===== src/source/kbd_pkg.sv =====
// shared types and constants for the XT keyboard path
// the receiver, the hold stage, the port block and the testbench refer to
// these by scoped names
package kbd_pkg;

    // data byte on the I/O bus, also used for scan codes and port values
    typedef logic [7:0] byte_t;

    // I/O address bits 9..0 as seen by the decoder
    typedef logic [9:0] io_addr_t;

    // 32-byte I/O slot of the port block, 0x060
    localparam logic [2:0] ppi_block = 3'd3;

    // port slot within the block, from address bits 1..0
    typedef enum logic [1:0] {
        port_a    = 2'd0,
        port_b    = 2'd1,
        port_c    = 2'd2,
        port_ctrl = 2'd3
    } port_sel_e;

    // PS/2 frame receiver states
    typedef enum logic [1:0] {
        rx_idle   = 2'd0,
        rx_data   = 2'd1,
        rx_parity = 2'd2,
        rx_stop   = 2'd3
    } rx_state_e;

    // port B control bits
    localparam int portb_clear_bit  = 7;
    localparam int portb_enable_bit = 6;

    // data bits carried by one PS/2 frame
    localparam int frame_data_bits = 8;

endpackage


===== src/source/keycode_hold.sv =====
// one-entry keycode buffer between the PS/2 receiver and port A.
// While a code is held the keyboard interrupt is up and the PS/2 clock
// is pulled low to stop the device from sending more.
`timescale 1ns/1ps

module keycode_hold (
    input  logic           clock,
    input  logic           reset,
    input  logic           scan_valid_i,
    input  kbd_pkg::byte_t scan_code_i,
    input  logic           clear_keycode_i,
    input  logic           kbd_enable_i,
    output kbd_pkg::byte_t keycode_o,
    output logic           key_held_o,
    output logic           ps2_clock_out_o
);

    logic           full_q;
    kbd_pkg::byte_t keycode_q;

    // port A must read zero while empty, so the code register is cleared too
    always_ff @(posedge clock) begin
        if (reset) begin
            full_q    <= 1'b0;
            keycode_q <= '0;
        end else if (clear_keycode_i) begin
            full_q    <= 1'b0;
            keycode_q <= '0;
        end else if (scan_valid_i && !full_q) begin
            full_q    <= 1'b1;
            keycode_q <= scan_code_i;
        end
    end

    assign keycode_o  = keycode_q;
    assign key_held_o = full_q;

    // inhibit when full or when the keyboard is disabled
    assign ps2_clock_out_o = ~(full_q | ~kbd_enable_i);

    // a held code stays until port B clears it, later codes are dropped
    a_hold_until_clear: assert property (
        @(posedge clock) disable iff (reset)
        key_held_o && !clear_keycode_i |=> key_held_o && $stable(keycode_o)
    );

endmodule


===== src/source/ppi_ports.sv =====
// 8255-style port block on the I/O bus at 0x060-0x07F.
// Port A returns the held keycode, port B is a read/write control register
// and port C reads external inputs. Port directions are fixed.
`timescale 1ns/1ps

module ppi_ports (
    input  logic              clock,
    input  logic              reset,
    input  kbd_pkg::io_addr_t io_address_i,
    input  kbd_pkg::byte_t    io_data_i,
    input  logic              io_read_n_i,
    input  logic              io_write_n_i,
    input  logic              address_enable_n_i,
    input  kbd_pkg::byte_t    keycode_i,
    input  kbd_pkg::byte_t    port_c_i,
    output kbd_pkg::byte_t    data_bus_out_o,
    output kbd_pkg::byte_t    port_b_o,
    output logic              data_bus_out_from_chipset_o,
    output logic              clear_keycode_o,
    output logic              kbd_enable_o
);

    logic               block_sel;
    kbd_pkg::port_sel_e port_sel;
    logic               port_b_write;
    kbd_pkg::byte_t     port_b_q;
    kbd_pkg::byte_t     port_read;

    // block select, same slot scheme as the chipset decoder
    assign block_sel = ~address_enable_n_i
                     & (io_address_i[9:8] == 2'b00)
                     & (io_address_i[7:5] == kbd_pkg::ppi_block);

    assign port_sel = kbd_pkg::port_sel_e'(io_address_i[1:0]);

    // only port B takes writes
    assign port_b_write = block_sel & ~io_write_n_i & (port_sel == kbd_pkg::port_b);

    always_ff @(posedge clock) begin
        if (reset) begin
            port_b_q <= '0;
        end else if (port_b_write) begin
            port_b_q <= io_data_i;
        end
    end

    assign port_b_o        = port_b_q;
    assign clear_keycode_o = port_b_q[kbd_pkg::portb_clear_bit];
    assign kbd_enable_o    = port_b_q[kbd_pkg::portb_enable_bit];

    // selected port value
    always_comb begin
        unique case (port_sel)
            kbd_pkg::port_a: port_read = keycode_i;
            kbd_pkg::port_b: port_read = port_b_q;
            kbd_pkg::port_c: port_read = port_c_i;
            default:         port_read = '0;
        endcase
    end

    // read mux toward the CPU data bus
    // the bus is wired-or with other chipset sources upstream
    always_comb begin
        if (block_sel && !io_read_n_i) begin
            data_bus_out_from_chipset_o = 1'b1;
            data_bus_out_o              = port_read;
        end else begin
            data_bus_out_from_chipset_o = 1'b0;
            data_bus_out_o              = '0;
        end
    end

    // port B moves only on a decoded port B write
    a_port_b_stable: assert property (
        @(posedge clock) disable iff (reset)
        !port_b_write |=> $stable(port_b_o)
    );

endmodule


===== src/source/ps2_receiver.sv =====
// PS/2 keyboard receiver; synchronizes the device clock and data lines and
// deframes start, data, odd parity and stop bits into one scan code.
// A good frame gives a one-cycle scan_valid_o pulse with the code.
`timescale 1ns/1ps

module ps2_receiver #(
    parameter logic [15:0] ps2_over_time = 16'd1000
) (
    input  logic           clock,
    input  logic           reset,
    input  logic           ps2_clock_i,
    input  logic           ps2_data_i,
    output logic           scan_valid_o,
    output kbd_pkg::byte_t scan_code_o
);

    localparam int count_w = $clog2(kbd_pkg::frame_data_bits);
    localparam logic [count_w-1:0] last_bit = count_w'(kbd_pkg::frame_data_bits - 1);

    logic               clock_meta;
    logic               clock_sync;
    logic               clock_prev;
    logic               data_meta;
    logic               data_sync;
    logic               data_bit;
    logic               fall_q;
    kbd_pkg::rx_state_e state_q;
    logic [count_w-1:0] bit_count_q;
    kbd_pkg::byte_t     shift_q;
    logic               parity_ok_q;
    logic [15:0]        idle_count_q;
    logic               timeout;

    // two-flop synchronizers, then a registered falling edge
    // data_bit is delayed one more stage so it lines up with fall_q
    always_ff @(posedge clock) begin
        if (reset) begin
            clock_meta <= 1'b1;
            clock_sync <= 1'b1;
            clock_prev <= 1'b1;
            data_meta  <= 1'b1;
            data_sync  <= 1'b1;
            data_bit   <= 1'b1;
            fall_q     <= 1'b0;
        end else begin
            clock_meta <= ps2_clock_i;
            clock_sync <= clock_meta;
            clock_prev <= clock_sync;
            data_meta  <= ps2_data_i;
            data_sync  <= data_meta;
            data_bit   <= data_sync;
            fall_q     <= clock_prev & ~clock_sync;
        end
    end

    // cycles since the last edge while a frame is open
    always_ff @(posedge clock) begin
        if (reset || fall_q || state_q == kbd_pkg::rx_idle) begin
            idle_count_q <= '0;
        end else begin
            idle_count_q <= idle_count_q + 16'd1;
        end
    end

    assign timeout = (state_q != kbd_pkg::rx_idle) && (idle_count_q >= ps2_over_time - 16'd1);

    // frame FSM, one step per falling edge
    always_ff @(posedge clock) begin
        if (reset) begin
            state_q      <= kbd_pkg::rx_idle;
            bit_count_q  <= '0;
            parity_ok_q  <= 1'b0;
            scan_valid_o <= 1'b0;
        end else begin
            scan_valid_o <= 1'b0;
            if (timeout) begin
                // partial frame abandoned
                state_q <= kbd_pkg::rx_idle;
            end else if (fall_q) begin
                unique case (state_q)
                    kbd_pkg::rx_idle: begin
                        // start bit must be low
                        if (!data_bit) begin
                            state_q     <= kbd_pkg::rx_data;
                            bit_count_q <= '0;
                        end
                    end
                    kbd_pkg::rx_data: begin
                        bit_count_q <= bit_count_q + 1'b1;
                        if (bit_count_q == last_bit) begin
                            state_q <= kbd_pkg::rx_parity;
                        end
                    end
                    kbd_pkg::rx_parity: begin
                        // odd parity over data plus parity bit
                        parity_ok_q <= ^{shift_q, data_bit};
                        state_q     <= kbd_pkg::rx_stop;
                    end
                    kbd_pkg::rx_stop: begin
                        scan_valid_o <= data_bit & parity_ok_q;
                        state_q      <= kbd_pkg::rx_idle;
                    end
                    default: state_q <= kbd_pkg::rx_idle;
                endcase
            end
        end
    end

    // data arrives LSB first
    always_ff @(posedge clock) begin
        if (fall_q && state_q == kbd_pkg::rx_data) begin
            shift_q <= {data_bit, shift_q[7:1]};
        end
    end

    always_ff @(posedge clock) begin
        if (fall_q && state_q == kbd_pkg::rx_stop) begin
            scan_code_o <= shift_q;
        end
    end

    // a new frame needs at least eleven edges, so pulses never touch
    a_single_pulse: assert property (
        @(posedge clock) disable iff (reset)
        scan_valid_o |=> !scan_valid_o
    );

endmodule


===== src/source/xt_keyboard_top.sv =====
// XT keyboard path: PS/2 receiver, keycode hold stage and 8255-style ports.
// Connect the I/O bus and the PS/2 lines; ps2_clock_out_o low inhibits
// the keyboard.
`timescale 1ns/1ps

module xt_keyboard_top #(
    parameter logic [15:0] ps2_over_time = 16'd1000
) (
    input  logic              clock,
    input  logic              reset,
    // I/O bus
    input  kbd_pkg::io_addr_t io_address_i,
    input  kbd_pkg::byte_t    io_data_i,
    input  logic              io_read_n_i,
    input  logic              io_write_n_i,
    input  logic              address_enable_n_i,
    output kbd_pkg::byte_t    data_bus_out_o,
    output logic              data_bus_out_from_chipset_o,
    // keyboard
    input  logic              ps2_clock_i,
    input  logic              ps2_data_i,
    output logic              ps2_clock_out_o,
    // ports and interrupt
    input  kbd_pkg::byte_t    port_c_i,
    output kbd_pkg::byte_t    port_b_o,
    output logic              keyboard_irq_o
);

    logic           scan_valid;
    kbd_pkg::byte_t scan_code;
    kbd_pkg::byte_t keycode;
    logic           clear_keycode;
    logic           kbd_enable;

    ps2_receiver #(
        .ps2_over_time (ps2_over_time)
    ) u_ps2_receiver (
        .clock        (clock),
        .reset        (reset),
        .ps2_clock_i  (ps2_clock_i),
        .ps2_data_i   (ps2_data_i),
        .scan_valid_o (scan_valid),
        .scan_code_o  (scan_code)
    );

    // held code doubles as the keyboard interrupt
    keycode_hold u_keycode_hold (
        .clock           (clock),
        .reset           (reset),
        .scan_valid_i    (scan_valid),
        .scan_code_i     (scan_code),
        .clear_keycode_i (clear_keycode),
        .kbd_enable_i    (kbd_enable),
        .keycode_o       (keycode),
        .key_held_o      (keyboard_irq_o),
        .ps2_clock_out_o (ps2_clock_out_o)
    );

    ppi_ports u_ppi_ports (
        .clock                       (clock),
        .reset                       (reset),
        .io_address_i                (io_address_i),
        .io_data_i                   (io_data_i),
        .io_read_n_i                 (io_read_n_i),
        .io_write_n_i                (io_write_n_i),
        .address_enable_n_i          (address_enable_n_i),
        .keycode_i                   (keycode),
        .port_c_i                    (port_c_i),
        .data_bus_out_o              (data_bus_out_o),
        .port_b_o                    (port_b_o),
        .data_bus_out_from_chipset_o (data_bus_out_from_chipset_o),
        .clear_keycode_o             (clear_keycode),
        .kbd_enable_o                (kbd_enable)
    );

endmodule


===== config.mk =====
export PLATFORM = sky130hd
export DESIGN_NAME = xt_keyboard_top
export DESIGN_NICKNAME = d
export VERILOG_FILES = /design/src/source/kbd_pkg.sv /design/src/source/keycode_hold.sv /design/src/source/ppi_ports.sv /design/src/source/ps2_receiver.sv /design/src/source/xt_keyboard_top.sv
export SDC_FILE = /design/constraint.sdc
export NUM_CORES = 1
export LEC_CHECK = 0
export BUFFER_PORTS_ARGS = -buffer_cell sky130_fd_sc_hd__buf_2
export CORE_ASPECT_RATIO = 0.5
export CORE_MARGIN = 10
export CORE_UTILIZATION = 54
export DETAILED_ROUTE_END_ITERATION = 16
export PLACE_DENSITY = 0.78
export SYNTH_ARGS = -nofsm -noshare
export SYNTH_HDL_FRONTEND = slang
export SYNTH_SLANG_ARGS = --single-unit

===== constraint.sdc =====
create_clock -name clock -period 2 [get_ports clock]
set_input_delay 0 -clock clock [delete_from_list [all_inputs] [get_ports clock]]
set_output_delay 0 -clock clock [all_outputs]
set_load 0.03 [all_outputs]

* Yosys cells after proc, flatten, opt, wreduce, memory -nomap -nowiden
Cells that the tools add are included.
Cells by class: $add $sub $neg 2, order comparisons 1, eq/ne operators 9, multiplexer cells 8, bitwise logic cells 15, reduce and logical (&&, ||, !) cells 21
Operator list (count):
- one-hot mux 8 bit (3 select lines) | 1
- adder 16 x 1 -> 16 bit, second input constant | 1
- >= comparator 16 x 10 -> 1 bit, second input constant | 1
- parity 9 bit | 1
- two-way mux 8 bit | 1
- NOT 1 bit | 8
- one-hot mux 2 bit (4 select lines) | 1
- AND 1 bit | 6
- equality test 2 bit, second input constant | 3
- zero test 2 bit | 3
- one-hot mux 3 bit (2 select lines) | 1
- AND reduction 3 bit | 2
- logical AND 1 bit | 5
- equality test 2 x 1 -> 1 bit, second input constant | 2
- two-way mux 2 bit | 2
- AND reduction 4 bit | 1
- nonzero test 2 bit | 2
- OR reduction 2 bit | 2
- OR reduction 4 bit | 1
- adder 3 x 1 -> 3 bit, second input constant | 1
- equality test 3 x 2 -> 1 bit, second input constant | 1
- equality test 3 bit, second input constant | 1
- two-way mux 3 bit | 1
- zero test 1 bit | 2
- other kinds (5) | 6
Word-level totals: bits in registers 63, input port bits 33, output and inout port bits 19, logic and storage cells 73

* Logic depth before layout (Yosys ltp)
depth after elaboration 5, mapped depth 7, gate-level depth less buffers 7

* By module
Synthesis repeated with hierarchy kept, for this count alone.
Second synthesis, totals: cells, all modules 268, area, all modules 2946.6 um^2
Modules (own cells, without submodules):
- ps2_receiver | times used 1, cells an instance 168, area an instance 1933.1 um^2, seq. area each 1081.0 um^2
- ppi_ports | times used 1, cells an instance 68, area an instance 666.9 um^2, seq. area each 160.2 um^2
- keycode_hold | times used 1, cells an instance 32, area an instance 346.6 um^2, seq. area each 180.2 um^2

* Worst setup path before layout
No wires, ideal clock.
path type flip-flop to flip-flop, from reg u_ps2_receiver.idle_count_q[11], to reg u_ps2_receiver.bit_count_q[0], setup time 0.128 ns, data arrival time 1.478 ns, required time 1.872 ns, setup slack 0.394 ns, stages on the path, launching flop included 6, buffers on the path 0, period minus slack after synthesis 1.606 ns, cell sequence dfxtp_1 > or4_4 > nor3_4 > a32o_1 > mux2i_1 > nor2_1
Between the ends: cells in the longest elaborated chain, start to end 4
Ends and longest elaborated chain:
- start: declaration | line ps2_receiver.sv:31 | logic [15:0] idle_count_q;
- start signal: assignment | line ps2_receiver.sv:61 | idle_count_q <= idle_count_q + 16'd1;
- >= comparator 16 x 10 -> 1 bit | line ps2_receiver.sv:65 | assign timeout = (state_q != kbd_pkg::rx_idle) && (idle_count_q >= ps2_over_time - 16'd1);
- logical AND 1 bit | line ps2_receiver.sv:65
- NOT 1 bit (no line)
- AND reduction 4 bit (no line)
- end signal: assignment | line ps2_receiver.sv:89 | bit_count_q <= bit_count_q + 1'b1;
- end: declaration | line ps2_receiver.sv:28 | logic [count_w-1:0] bit_count_q;
No other way between the ends. A chain may end at the register's enable or synchronous reset.

* Worst setup path in the final report
from reg u_ps2_receiver.idle_count_q[2], to reg u_ps2_receiver.idle_count_q[15]
Between the ends: cells in the longest elaborated chain, start to end 1
Ends and longest elaborated chain (line):
- adder 16 x 1 -> 16 bit | ps2_receiver.sv:61
No other way between the ends.

==> results.py <==
metrics = {
    "die": {
        "die_w_um": 119.6,
        "coreArea_um2": 4594,
        "die_h_um": 69.78,
        "row_count": 17,
        "die_area_um2": 8343,
        "io_pins": 52,
        "start_util": 0.5825,
    },
    "logic_synthesis": {
        "ys_ff_latch": 63,
        "ys_types": 36,
        "yosysTopAreaCellShare": 0.3516,
        "synth-seq-area-share": 0.5311,
        "yosysTopAreaCell": "dfxtp_1",
        "yosysWarnings": 0,
        "syn_nets": 300,
        "syn_area_um2": 2676,
        "synth_area_leaders": "dfxtp_1 35%, edfxtp_1 18%, mux2i_1 9.7%",
        "synthCells": 260,
        "avgSynthCellArea_um2": 10.29,
    },
    "route": {
        "vias_per_cell": 5.049,
        "via_count": 1969,
        "wire_per_inst_um": 14.58,
        "ant_nets": 0,
        "drt_pre_antenna_iters": 6,
        "drt_iter0_markers": 84,
        "drc": 0,
        "routed_wl_mm": 5.685,
    },
    "clocking": {
        "h-tree-depth": 3,
        "clk_pin_slew_ps": 60,
        "cts-buffers-inserted": 9,
        "cts_tree": "yes",
        "clk_latency_ps": 330,
        "root_buffer": "clkbuf_8",
        "postCtsSetupBuffers": 0,
        "cts_buffer_depth": 2,
        "cts.sinks": 63,
    },
    "placement": {
        "globalplace.congestion": 0.8266,
        "place_inst": 364,
        "dp_hpwl_mm": 4.108,
        "dp_worst_setup_slack_ps": 217.7,
        "place_area_um2": 2949,
        "io_buffers": 48,
    },
    "timing": {
        "worst_slew_pin_slew_ps": 632.8,
        "max-slew-margin-rel": 0.5742,
        "setup_viol": 0,
        "fin_crit_sh": 0.8912,
        "finalSetupTns_ps": 0,
        "period_minus_slack_ps": 1782,
        "finalHoldViolCount": 0,
        "slew_viol_final": 0,
        "rsz0062_at_grt": "no",
        "holdWs_ps": 68.21,
        "fmax_mhz": 561.0,
        "setup_slack_ps": 217.6,
        "fin_skew_ps": 5.908,
    },
    "finish": {
        "fin_area_um2": 3261,
        "multi_input_area_um2": 1169,
        "fin_util": 0.7097,
        "diodes": 0,
        "drive_gt1_frac": 0.2346,
        "final_cell_mix": "55 x nor2_1, 48 x buf_2, 47 x dfxtp_1",
        "area.growth.synth_to_final_pct": 21.83,
        "register_area_um2": 1421,
        "layout_commonest_cell": "nor2_1",
        "final_nets": 359,
        "fin_cells": 390,
        "fillCellCount": 335,
    },
    "power_and_ir_drop": {
        "power_leakage_nw": 1.343,
        "max-vdd-ir-drop_uv": 497.8,
        "total_power_mw": 2.525,
        "powerDensity_nw_per_um2": 774.4,
    },
    "global_route": {
        "grt.overflow.total": 0,
        "grt_max_degree": 24,
        "grt_usage": 0.1369,
        "grt_pass1_vias": 1914,
        "antenna_found_initial": 0,
        "grt_pass1_wl_mm": 9.252,
    },
    "run_status": {
        "outcome": "completed",
    },
    "worst_setup_path": {
        "slowest_delay_ps": 600,
        "critPathRequiredTime_ps": 2200,
        "cp-end-kind": "register",
        "worst_ep_arrival_time_ps": 1980,
        "crit_family": "simple AND/OR/NAND/NOR gates",
        "criticalPathCategory": "reg -> reg",
        "cp_common_cell": "nand3_1",
        "critical_path.max_fanout": 6,
        "path_buf_inv": 0,
        "worst_path_max_delay_cell": "nor4_1",
        "start_kind": "register",
        "cp_cell_sequence": "nand3_1, nor4_1, nand3_1, xor2_1, nor2_1",
    },
    "flow_run": {
        "cap_viol_max_count": 0,
    },
    "worst_hold_path": {
        "hold_path_class": "in -> reg",
    },
}
## worst register-to-register path, stage by stage (launching register included)
cell and delay, ps:
dfxtp_1 430, nand3_1 160, nor4_1 600, nand3_1 210, xor2_1 200, nor2_1 60
## worst paths after layout
check / from / to / slack (ps) / cells after the start
max: u_ps2_receiver.idle_count_q[2]$_SDFF_PP0_ / u_ps2_receiver.idle_count_q[15]$_SDFF_PP0_ / 220 / 5
min: reset / u_ppi_ports.port_b_o[0]$_SDFFE_PP0P_ / 70 / 2
max reg2reg: u_ps2_receiver.idle_count_q[2]$_SDFF_PP0_ / u_ps2_receiver.idle_count_q[15]$_SDFF_PP0_ / 220 / 5
min reg2reg: u_ps2_receiver.clock_prev$_SDFF_PP1_ / u_ps2_receiver.fall_q$_SDFF_PP0_ / 410 / 2
## kinds of logic (layout without fill, tap and decap cells)
group | after synthesis | in the layout | share of synthesized area
compound gates | 20 | 20 | 0.04395
simple gates | 106 | 106 | 0.1917
buf+inv | 18 | 82 | 0.03272
xor+xnor | 20 | 20 | 0.07059
mux | 26 | 26 | 0.09724
fa+ha+maj | 7 | 7 | 0.03272
flops | 63 | 63 | 0.5311
## area by class of cell
type / instances / area share
Multi-Input combinational cell: 179 / 0.3584
Tap cell: 66 / 0.02533
Sequential cell: 63 / 0.4359
Inverter: 6 / 0.006907
Clock buffer: 13 / 0.05219
Clock inverter: 3 / 0.01228
Timing Repair Buffer: 60 / 0.1090
## repair_timing
item | in CTS | in global routing
endpoints found under the setup margin | 0 | 2
gates resized for setup | 0 | 3
hold buffers | 10 | 0
hold endpoints to repair | 10 | 0
## power by group
group	internal (mW)	switching [mW]	total (mW)
clock network	0.682	0.444	1.13
registers	1.30	0.00254	1.31
logic	0.0506	0.0405	0.0911
total	2.04	0.487	2.52
## synthesized netlist by cell type, drive strengths merged
master / n
buf: 6
dfxtp: 47
nand3b: 1
nor3: 6
nor2b: 3
nor4b: 1
nand4: 2
or2: 7
a32o: 1
nor4: 1
and2: 3
o21ai: 3
a211oi: 1
clkbuf: 6
edfxtp: 16
xnor2: 11
a2111oi: 1
inv: 6
nand3: 11
or4: 1
mux2i: 26
a21boi: 1
xnor3: 1
xor2: 8
and3: 2
or3: 4
nand2b: 2
nand2: 6
a21oi: 13
nor2: 55
or3b: 1
ha: 7
## layer usage
metal  global-route usage  share of wire  wire length [um]  vias to the layer above
met5                    0              0                 0                        -
met4              0.04342         0.0047                27                        0
met3              0.07287          0.090               511                        2
met2               0.2410           0.48              2721                       66
met1               0.1362           0.43              2423                      902
li1                     -              -                 -                      999
## flip-flops by register name, indices dropped and copies added, names as in the netlist, 2 cells and up
register / cells
u_ps2_receiver.idle_count_q: 16
u_keycode_hold.keycode_o: 8
u_ppi_ports.port_b_o: 8
u_ps2_receiver.shift_q: 8
u_ps2_receiver.scan_code_o: 8
u_ps2_receiver.bit_count_q: 3
u_ps2_receiver.state_q: 2
(Power assumes the default switching activity.)
